[src/hdl/lpipe_pkg.sv]
package lpipe_pkg;

  // ########################################
  // Sizes
  // ########################################

  localparam int OITF_DEPTH  = 4;   // Outstanding instructions
  localparam int ITAG_WIDTH  = 2;   // Entry pointer into the track FIFO
  localparam int MAC_LAT     = 3;   // Register stages in the multiply-add pipe

  localparam int RFIDX_WIDTH = 5;
  localparam int XLEN        = 32;
  localparam int PC_SIZE     = 32;

  // ########################################
  // Shared vector types
  // ########################################

  // Register index, the bank is selected by a separate fpu bit
  typedef logic [RFIDX_WIDTH-1:0] rfidx_t;

  // Instruction tag, equal to the FIFO entry it occupies
  typedef logic [ITAG_WIDTH-1:0] itag_t;

  typedef logic [XLEN-1:0] xlen_t;
  typedef logic [PC_SIZE-1:0] pc_t;

endpackage

[src/hdl/lpipe_if.sv]
`timescale 1ns/10ps

// Dispatch request towards the track FIFO, and its answer
interface oitf_disp_if;
  logic                ena;
  logic                ready;
  lpipe_pkg::itag_t    dis_ptr;
  logic                rs1en;
  logic                rs2en;
  logic                rs1fpu;
  logic                rs2fpu;
  lpipe_pkg::rfidx_t   rs1idx;
  lpipe_pkg::rfidx_t   rs2idx;
  logic                rdwen;
  logic                rdfpu;
  lpipe_pkg::rfidx_t   rdidx;
  lpipe_pkg::pc_t      pc;
  logic                match_rs1;
  logic                match_rs2;
  logic                match_rd;

  modport disp (output ena, rs1en, rs2en, rs1fpu, rs2fpu, rs1idx, rs2idx,
                output rdwen, rdfpu, rdidx, pc,
                input  ready, dis_ptr, match_rs1, match_rs2, match_rd);
  modport oitf (input  ena, rs1en, rs2en, rs1fpu, rs2fpu, rs1idx, rs2idx,
                input  rdwen, rdfpu, rdidx, pc,
                output ready, dis_ptr, match_rs1, match_rs2, match_rd);
endinterface

// Strobe-only transfer inside the long pipe
interface lp_issue_if;
  logic               valid;
  lpipe_pkg::itag_t   itag;
  lpipe_pkg::xlen_t   op_a;
  lpipe_pkg::xlen_t   op_b;
  lpipe_pkg::xlen_t   imm;

  modport src (output valid, itag, op_a, op_b, imm);
  modport dst (input  valid, itag, op_a, op_b, imm);
endinterface

// Retirement of the FIFO head
interface oitf_ret_if;
  logic                ena;
  lpipe_pkg::itag_t    ptr;
  lpipe_pkg::rfidx_t   rdidx;
  logic                rdwen;
  logic                rdfpu;
  lpipe_pkg::pc_t      pc;
  logic                empty;   // Nothing in flight

  modport wb   (output ena, input ptr, rdidx, rdwen, rdfpu, pc);
  modport oitf (input ena, output ptr, rdidx, rdwen, rdfpu, pc, empty);
endinterface

[src/hdl/disp_stage.sv]
`timescale 1ns/10ps

module disp_stage (
  input  logic              clk,
  input  logic              reset,
  input  logic              in_valid,
  output logic              in_ready,
  input  logic              in_rs1en,
  input  logic              in_rs2en,
  input  logic              in_rs1fpu,
  input  logic              in_rs2fpu,
  input  logic              in_rdwen,
  input  logic              in_rdfpu,
  input  lpipe_pkg::rfidx_t in_rs1idx,
  input  lpipe_pkg::rfidx_t in_rs2idx,
  input  lpipe_pkg::rfidx_t in_rdidx,
  input  lpipe_pkg::xlen_t  in_imm,
  input  lpipe_pkg::pc_t    in_pc,
  input  lpipe_pkg::xlen_t  rs1_data,
  input  lpipe_pkg::xlen_t  rs2_data,
  oitf_disp_if.disp         oitf,
  lp_issue_if.src           issue
);

  logic accept;

  // Request fields go straight to the FIFO for matching
  assign oitf.rs1en  = in_rs1en;
  assign oitf.rs2en  = in_rs2en;
  assign oitf.rs1fpu = in_rs1fpu;
  assign oitf.rs2fpu = in_rs2fpu;
  assign oitf.rs1idx = in_rs1idx;
  assign oitf.rs2idx = in_rs2idx;
  assign oitf.rdwen  = in_rdwen;
  assign oitf.rdfpu  = in_rdfpu;
  assign oitf.rdidx  = in_rdidx;
  assign oitf.pc     = in_pc;

  // RAW and WAW both stall
  assign in_ready  = oitf.ready & ~(oitf.match_rs1 | oitf.match_rs2 | oitf.match_rd);
  assign accept    = in_valid & in_ready;
  assign oitf.ena  = accept;

  // ########################################
  // Issue register
  // ########################################

  always_ff @(posedge clk) begin
    if (reset)
      issue.valid <= 1'b0;
    else
      issue.valid <= accept;
  end

  always_ff @(posedge clk) begin
    if (accept) begin
      issue.itag <= oitf.dis_ptr;
      issue.op_a <= in_rs1en ? rs1_data : '0;   // Disabled source is zero
      issue.op_b <= in_rs2en ? rs2_data : '0;
      issue.imm  <= in_imm;
    end
  end

endmodule

[src/hdl/long_mac.sv]
`timescale 1ns/10ps

module long_mac (
  input logic     clk,
  input logic     reset,
  lp_issue_if.dst in,
  lp_issue_if.src out
);

  logic [lpipe_pkg::MAC_LAT-1:0] vld_q;
  lpipe_pkg::itag_t              tag_q [lpipe_pkg::MAC_LAT];

  lpipe_pkg::xlen_t prod_q;
  lpipe_pkg::xlen_t imm_q;
  lpipe_pkg::xlen_t sum_q;
  lpipe_pkg::xlen_t res_q;

  // Valid travels down a shift register, never stalls
  always_ff @(posedge clk) begin
    if (reset)
      vld_q <= '0;
    else
      vld_q <= {vld_q[lpipe_pkg::MAC_LAT-2:0], in.valid};
  end

  always_ff @(posedge clk) begin
    tag_q[0] <= in.itag;
    for (int i = 1; i < lpipe_pkg::MAC_LAT; i++)
      tag_q[i] <= tag_q[i-1];
  end

  // ########################################
  // Datapath
  // ########################################

  always_ff @(posedge clk) begin
    if (in.valid) begin
      prod_q <= in.op_a * in.op_b;   // Low 32 bits only
      imm_q  <= in.imm;
    end
    if (vld_q[0])
      sum_q <= prod_q + imm_q;
    if (vld_q[1])
      res_q <= sum_q;
  end

  assign out.valid = vld_q[lpipe_pkg::MAC_LAT-1];
  assign out.itag  = tag_q[lpipe_pkg::MAC_LAT-1];
  assign out.op_a  = res_q;

  // Result side carries only op_a
  assign out.op_b  = '0;
  assign out.imm   = '0;

endmodule

[src/hdl/lpipe_top.sv]
`timescale 1ns/10ps

module lpipe_top (
  input  logic              clk,
  input  logic              reset,
  input  logic              in_valid,
  output logic              in_ready,
  input  logic              in_rs1en,
  input  logic              in_rs2en,
  input  logic              in_rs1fpu,
  input  logic              in_rs2fpu,
  input  logic              in_rdwen,
  input  logic              in_rdfpu,
  input  lpipe_pkg::rfidx_t in_rs1idx,
  input  lpipe_pkg::rfidx_t in_rs2idx,
  input  lpipe_pkg::rfidx_t in_rdidx,
  input  lpipe_pkg::xlen_t  in_imm,
  input  lpipe_pkg::pc_t    in_pc,
  output logic              wb_valid,
  output logic              wb_rdwen,
  output logic              wb_rdfpu,
  output lpipe_pkg::rfidx_t wb_rdidx,
  output lpipe_pkg::xlen_t  wb_data,
  output lpipe_pkg::pc_t    wb_pc,
  output logic              idle
);

  oitf_disp_if disp_bus ();
  oitf_ret_if  ret_bus ();
  lp_issue_if  lp_issue ();
  lp_issue_if  lp_res ();

  lpipe_pkg::xlen_t  rs1_data;
  lpipe_pkg::xlen_t  rs2_data;
  logic              rf_we;
  logic              rf_wfpu;
  lpipe_pkg::rfidx_t rf_widx;
  lpipe_pkg::xlen_t  rf_wdata;

  disp_stage disp_stage_inst (
    .clk       (clk),
    .reset     (reset),
    .in_valid  (in_valid),
    .in_ready  (in_ready),
    .in_rs1en  (in_rs1en),
    .in_rs2en  (in_rs2en),
    .in_rs1fpu (in_rs1fpu),
    .in_rs2fpu (in_rs2fpu),
    .in_rdwen  (in_rdwen),
    .in_rdfpu  (in_rdfpu),
    .in_rs1idx (in_rs1idx),
    .in_rs2idx (in_rs2idx),
    .in_rdidx  (in_rdidx),
    .in_imm    (in_imm),
    .in_pc     (in_pc),
    .rs1_data  (rs1_data),
    .rs2_data  (rs2_data),
    .oitf      (disp_bus.disp),
    .issue     (lp_issue.src)
  );

  oitf oitf_inst (
    .clk   (clk),
    .reset (reset),
    .disp  (disp_bus.oitf),
    .ret   (ret_bus.oitf)
  );

  // Operands are read in the dispatch cycle
  regfile regfile_inst (
    .clk      (clk),
    .reset    (reset),
    .rs1fpu   (in_rs1fpu),
    .rs2fpu   (in_rs2fpu),
    .rs1idx   (in_rs1idx),
    .rs2idx   (in_rs2idx),
    .rs1_data (rs1_data),
    .rs2_data (rs2_data),
    .we       (rf_we),
    .wfpu     (rf_wfpu),
    .widx     (rf_widx),
    .wdata    (rf_wdata)
  );

  long_mac long_mac_inst (
    .clk   (clk),
    .reset (reset),
    .in    (lp_issue.dst),
    .out   (lp_res.src)
  );

  wback_stage wback_stage_inst (
    .res      (lp_res.dst),
    .ret      (ret_bus.wb),
    .we       (rf_we),
    .wfpu     (rf_wfpu),
    .widx     (rf_widx),
    .wdata    (rf_wdata),
    .wb_valid (wb_valid),
    .wb_rdwen (wb_rdwen),
    .wb_rdfpu (wb_rdfpu),
    .wb_rdidx (wb_rdidx),
    .wb_data  (wb_data),
    .wb_pc    (wb_pc)
  );

  assign idle = ret_bus.empty;

endmodule

[src/hdl/oitf.sv]
`timescale 1ns/10ps

module oitf (
  input logic       clk,
  input logic       reset,
  oitf_disp_if.oitf disp,
  oitf_ret_if.oitf  ret
);

  // Pointer with its wrap flag on top
  logic [lpipe_pkg::ITAG_WIDTH:0] alc_q;
  logic [lpipe_pkg::ITAG_WIDTH:0] ret_q;

  lpipe_pkg::itag_t alc_ptr;
  lpipe_pkg::itag_t ret_ptr;
  logic             empty;
  logic             full;

  logic [lpipe_pkg::OITF_DEPTH-1:0] vld_q;
  logic [lpipe_pkg::OITF_DEPTH-1:0] rdwen_q;
  logic [lpipe_pkg::OITF_DEPTH-1:0] rdfpu_q;
  lpipe_pkg::rfidx_t                rdidx_q [lpipe_pkg::OITF_DEPTH];
  lpipe_pkg::pc_t                   pc_q    [lpipe_pkg::OITF_DEPTH];

  logic [lpipe_pkg::OITF_DEPTH-1:0] live;
  logic [lpipe_pkg::OITF_DEPTH-1:0] m_rs1;
  logic [lpipe_pkg::OITF_DEPTH-1:0] m_rs2;
  logic [lpipe_pkg::OITF_DEPTH-1:0] m_rd;

  function automatic logic [lpipe_pkg::ITAG_WIDTH:0] ptr_inc(
    input logic [lpipe_pkg::ITAG_WIDTH:0] p
  );
    logic [lpipe_pkg::ITAG_WIDTH:0] n;
    if (p[lpipe_pkg::ITAG_WIDTH-1:0] == lpipe_pkg::itag_t'(lpipe_pkg::OITF_DEPTH - 1))
      n = {~p[lpipe_pkg::ITAG_WIDTH], {lpipe_pkg::ITAG_WIDTH{1'b0}}};
    else
      n = p + 1'b1;
    return n;
  endfunction

  // ########################################
  // Pointers
  // ########################################

  always_ff @(posedge clk) begin
    if (reset) begin
      alc_q <= '0;
      ret_q <= '0;
    end else begin
      if (disp.ena) alc_q <= ptr_inc(alc_q);
      if (ret.ena)  ret_q <= ptr_inc(ret_q);
    end
  end

  assign alc_ptr = alc_q[lpipe_pkg::ITAG_WIDTH-1:0];
  assign ret_ptr = ret_q[lpipe_pkg::ITAG_WIDTH-1:0];
  assign empty   = (alc_q == ret_q);
  assign full    = (alc_ptr == ret_ptr) &
                   (alc_q[lpipe_pkg::ITAG_WIDTH] != ret_q[lpipe_pkg::ITAG_WIDTH]);

  // Retirement is kept out of ready to avoid a loop back into dispatch
  assign disp.ready   = ~full;
  assign disp.dis_ptr = alc_ptr;

  // ########################################
  // Entries
  // ########################################

  always_ff @(posedge clk) begin
    if (reset) begin
      vld_q <= '0;
    end else begin
      for (int i = 0; i < lpipe_pkg::OITF_DEPTH; i++) begin
        if (disp.ena && alc_ptr == lpipe_pkg::itag_t'(i))
          vld_q[i] <= 1'b1;
        else if (ret.ena && ret_ptr == lpipe_pkg::itag_t'(i))
          vld_q[i] <= 1'b0;
      end
    end
  end

  always_ff @(posedge clk) begin
    for (int i = 0; i < lpipe_pkg::OITF_DEPTH; i++) begin
      if (disp.ena && alc_ptr == lpipe_pkg::itag_t'(i)) begin
        rdwen_q[i] <= disp.rdwen;
        rdfpu_q[i] <= disp.rdfpu;
        rdidx_q[i] <= disp.rdidx;
        pc_q[i]    <= disp.pc;
      end
    end
  end

  // Hazard match against every live destination
  assign live = vld_q & rdwen_q;

  always_comb begin
    for (int i = 0; i < lpipe_pkg::OITF_DEPTH; i++) begin
      m_rs1[i] = live[i] & disp.rs1en & (rdfpu_q[i] == disp.rs1fpu) & (rdidx_q[i] == disp.rs1idx);
      m_rs2[i] = live[i] & disp.rs2en & (rdfpu_q[i] == disp.rs2fpu) & (rdidx_q[i] == disp.rs2idx);
      m_rd[i]  = live[i] & disp.rdwen & (rdfpu_q[i] == disp.rdfpu) & (rdidx_q[i] == disp.rdidx);
    end
  end

  assign disp.match_rs1 = |m_rs1;
  assign disp.match_rs2 = |m_rs2;
  assign disp.match_rd  = |m_rd;

  // Head read-out
  assign ret.ptr   = ret_ptr;
  assign ret.rdidx = rdidx_q[ret_ptr];
  assign ret.rdwen = rdwen_q[ret_ptr];
  assign ret.rdfpu = rdfpu_q[ret_ptr];
  assign ret.pc    = pc_q[ret_ptr];
  assign ret.empty = empty;

endmodule

[src/hdl/regfile.sv]
`timescale 1ns/10ps

module regfile (
  input  logic              clk,
  input  logic              reset,
  input  logic              rs1fpu,
  input  logic              rs2fpu,
  input  lpipe_pkg::rfidx_t rs1idx,
  input  lpipe_pkg::rfidx_t rs2idx,
  output lpipe_pkg::xlen_t  rs1_data,
  output lpipe_pkg::xlen_t  rs2_data,
  input  logic              we,
  input  logic              wfpu,
  input  lpipe_pkg::rfidx_t widx,
  input  lpipe_pkg::xlen_t  wdata
);

  lpipe_pkg::xlen_t xreg_q [2**lpipe_pkg::RFIDX_WIDTH];   // Integer bank
  lpipe_pkg::xlen_t freg_q [2**lpipe_pkg::RFIDX_WIDTH];   // Floating-point bank

  always_ff @(posedge clk) begin
    if (reset) begin
      for (int i = 0; i < 2**lpipe_pkg::RFIDX_WIDTH; i++) begin
        xreg_q[i] <= '0;
        freg_q[i] <= '0;
      end
    end else if (we) begin
      if (wfpu)
        freg_q[widx] <= wdata;
      else if (widx != '0)
        xreg_q[widx] <= wdata;   // x0 stays zero
    end
  end

  assign rs1_data = rs1fpu ? freg_q[rs1idx] : xreg_q[rs1idx];
  assign rs2_data = rs2fpu ? freg_q[rs2idx] : xreg_q[rs2idx];

endmodule

[src/hdl/wback_stage.sv]
`timescale 1ns/10ps

module wback_stage (
  lp_issue_if.dst           res,
  oitf_ret_if.wb            ret,
  output logic              we,
  output logic              wfpu,
  output lpipe_pkg::rfidx_t widx,
  output lpipe_pkg::xlen_t  wdata,
  output logic              wb_valid,
  output logic              wb_rdwen,
  output logic              wb_rdfpu,
  output lpipe_pkg::rfidx_t wb_rdidx,
  output lpipe_pkg::xlen_t  wb_data,
  output lpipe_pkg::pc_t    wb_pc
);

  // Results come back in dispatch order, so the head is always the owner
  assign ret.ena = res.valid;

  // Register file write
  assign we    = res.valid & ret.rdwen;
  assign wfpu  = ret.rdfpu;
  assign widx  = ret.rdidx;
  assign wdata = res.op_a;

  // Retirement report
  assign wb_valid = res.valid;
  assign wb_rdwen = ret.rdwen;
  assign wb_rdfpu = ret.rdfpu;
  assign wb_rdidx = ret.rdidx;
  assign wb_data  = res.op_a;
  assign wb_pc    = ret.pc;

endmodule

[config.mk]
export PLATFORM = sky130hd
export DESIGN_NAME = lpipe_top
export DESIGN_NICKNAME = d
export VERILOG_FILES = /design/src/hdl/lpipe_pkg.sv /design/src/hdl/lpipe_if.sv /design/src/hdl/disp_stage.sv /design/src/hdl/long_mac.sv /design/src/hdl/lpipe_top.sv /design/src/hdl/oitf.sv /design/src/hdl/regfile.sv /design/src/hdl/wback_stage.sv
export SDC_FILE = /design/constraint.sdc
export NUM_CORES = 2
export LEC_CHECK = 0
export ABC_CLOCK_PERIOD_IN_PS = 14810
export BUFFER_PORTS_ARGS = -buffer_cell sky130_fd_sc_hd__buf_4
export CORE_AREA = 2 2 489 491
export DETAILED_ROUTE_END_ITERATION = 8
export DIE_AREA = 0 0 491 493
export MAX_ROUTING_LAYER = met4
export PLACE_DENSITY = 0.76
export SYNTH_ARGS = -nofsm -noshare
export SYNTH_HDL_FRONTEND = slang
export SYNTH_HIERARCHICAL = 1
export SYNTH_SLANG_ARGS = --single-unit
[constraint.sdc]
create_clock -name clk -period 14.81 [get_ports clk]
set_input_delay 0.7405 -clock clk [delete_from_list [all_inputs] [get_ports clk]]
set_output_delay 0.7405 -clock clk [all_outputs]
set_load 0.005 [all_outputs]
==> impl_metrics.env <==
export IMPL_outcome="finished, violations left"
export IMPL_violations="capacitance limit, slew limit"
export IMPL_die_area_sq_mm=0.242
export IMPL_area_delta_synth_final_pct=8.55
export IMPL_crit_chain="and2_1 > fa_1 > fa_1 > fa_1 > inv_1 > fa_1 > inv_1 > fa_1 > inv_1 > fa_1 > inv_1 > fa_1 > fa_1 > ha_1 > and3_1 > and3_1 > a32oi_1 > nand2_1 > a41o_1 > o41a_1 > a21o_1 > a21oi_2 > xnor2_1"
export IMPL_power_total_w=0.0247
export IMPL_overflow=0
export IMPL_dp_cells=12300
export IMPL_num_io_pins=162
export IMPL_fmax_mhz=128
export IMPL_period_share_pct=52.6
export IMPL_slew_violations=13
export IMPL_cts_sinks=2444
export IMPL_drtAntennaViolNets=0
export IMPL_drc=0
export IMPL_syn_cell_area_sq_mm=0.141
export IMPL_start_util_pct=59.5
export IMPL_gp_congestion=1.01
export IMPL_crit_arrival_ns=8.46
export IMPL_final_nets=10200
export IMPL_tightest_slew_ns=1.60
export IMPL_drt_first_pass_iters=9
export IMPL_grt_max_degree=88
export IMPL_stdcell_count=12900
export IMPL_dp_slack_ns=6.96
export IMPL_viasPerCell=7.10
export IMPL_min_path_type="in2reg"
export IMPL_cpPeakStageDelay_ns=0.90
export IMPL_layout_setup_ws_ns=7.03
export IMPL_cp_required_ns=15.49
export IMPL_power_density_mw_per_mm2=162
export IMPL_cap_violations=5
export IMPL_path_class="reg2reg"
export IMPL_fp_dieH_um=493
export IMPL_worstSetupStartpointType="register"
export IMPL_crit_fanout=27
export IMPL_rsz0062_at_grt="false"
export IMPL_cpMostUsedCell="fa_1"
export IMPL_dpl_hpwl_um=295000
export IMPL_drive_above_1_share_pct=21.7
export IMPL_end_kind="register"
export IMPL_fin_crit_ns=7.78
export IMPL_core_area_sq_mm=0.237
export IMPL_yosys_warnings=6
export IMPL_grt_pass1_wl_um=679000
export IMPL_path_clk_slew_ns=0.06
export IMPL_syn_inst=9718
export IMPL_wl_per_cell_um=37.1
export IMPL_grt_pass1_vias=92500
export IMPL_ctsResizeCount=0
export IMPL_drt_iter0_drc=16100
export IMPL_port_buffers=161
export IMPL_slew_headroom_pct=-7.31
export IMPL_setup_violations=0
export IMPL_hold_viol_final=0
export IMPL_cts_buffers_inserted=278
export IMPL_ir_worst_vdd_uv=409
export IMPL_htreeDepth=5
export IMPL_totalWireLength_um=480000
export IMPL_antenna_found_initial=61
export IMPL_globalRouteTotalUtil_pct=41.0
export IMPL_cts_tree="yes"
export IMPL_clock_tree_buffer_depth=4
export IMPL_skew_ns=0.108
export IMPL_setup_tns_ns=0
export IMPL_vias=91800
export IMPL_insertion_delay_ns=0.98
export IMPL_slowest_stage="edfxtp_1"
export IMPL_die_x_um=491
export IMPL_leakage_nw=56.2
export IMPL_rows=179
export IMPL_syn_avg_cell_area_sq_um=14.5
export IMPL_root_buffer="clkbuf_16"
power by group:
| group | switching, W | internal [W] | leakage (nW) |
|---|---|---|---|
| clock network | 0.00280 | 0.00390 | 4.18 |
| logic | 0.00535 | 0.00414 | 27.1 |
| registers | 0.000188 | 0.00834 | 24.9 |
| total | 0.00834 | 0.0164 | 56.2 |
cell type report:
| type | instances | area [sq um] |
|---|---|---|
| Tap cell | 3167 | 3960 |
| Clock inverter | 128 | 1190 |
| Inverter | 381 | 1430 |
| Timing Repair Buffer | 507 | 4090 |
| Sequential cell | 2444 | 73200 |
| Antenna cell | 63 | 158 |
| Fill cell | 16500 | 84000 |
| Multi-Input combinational cell | 5905 | 61600 |
| Clock buffer | 344 | 7360 |
state kept, by name (all words and copies together) (netlist names), named ones only:
name / count
oitf_inst/rdwen_q: 4
oitf_inst/rdfpu_q: 4
oitf_inst/alc_q: 3
disp_stage_inst/issue.imm: 32
disp_stage_inst/issue.op_a: 32
disp_stage_inst/issue.valid: 1
oitf_inst/pc_q: 128
long_mac_inst/vld_q: 3
long_mac_inst/imm_q: 32
long_mac_inst/out.op_a: 32
oitf_inst/ret_q: 3
oitf_inst/rdidx_q: 20
long_mac_inst/prod_q: 32
regfile_inst/freg_q: 1024
regfile_inst/xreg_q: 1024
long_mac_inst/sum_q: 32
disp_stage_inst/issue.op_b: 32
oitf_inst/vld_q: 4
path summary, 6_finish.rpt:
kind	from	end	slack (ns)	depth (start not counted)
worst min-delay path	in_rdidx[1]	oitf_inst/rdidx_q[2][1]	0.06	1
worst max-delay path	disp_stage_inst/issue.op_b[5]	long_mac_inst/prod_q[31]	7.03	23
worst min register to register	long_mac_inst/sum_q[11]	long_mac_inst/out.op_a[11]	0.42	0
worst max register to register	disp_stage_inst/issue.op_b[5]	long_mac_inst/prod_q[31]	7.03	23
repair_timing:
item	4_1_cts	5_1_grt
buffers inserted	0	0
endpoints found under the hold margin	163	0
hold buffers	65	0
cells in the final DEF (no fill, tap or decap), drive strengths merged, types with 71 or more instances in the layout:
master	n
inv	391
mux4	1049
and2	2462
nor2	142
a22oi	209
o22ai	134
clkinv	93
edfxtp	2428
clkbuf	344
xor2	74
buf	442
xnor2	116
o221ai	80
mux2	81
nand2	237
a21oi	93
fa	409
ha	162
nand3	89
or2	71
routing by layer:
metal / share of wire [%] / GRT usage, % / vias to the layer above
met5: 0 / - / -
met4: 7.2 / 23.9 / 0
met3: 17 / 15.9 / 1811
met2: 44 / 57.9 / 8231
met1: 33 / 50.3 / 46400
li1: - / - / 35300
stage by stage:
step / hold WS [ns] / utilization [%] / cell area, sq um
floorplan: 0.400 / - / 141000
global placement: 0.401 / 60.6 / 144000
detailed placement: 0.405 / 60.6 / 144000
CTS: 0.0127 / 64.5 / 153000
global route: 0.0431 / 64.5 / 153000
finish: 0.0556 / 64.6 / 153000
critical path: cells and delay by family (launching register included):
kind / cells / cell delay (ns)
DFF: 1 / 0.90
adders and majority gates: 9 / 4.25
and+or+nand+nor: 4 / 0.88
xor gates and xnor gates: 1 / 0.07
buffers and inverters: 4 / 0.22
AOI/OAI and AO/OA: 5 / 1.25
Power figures use the tool's default switching activity.
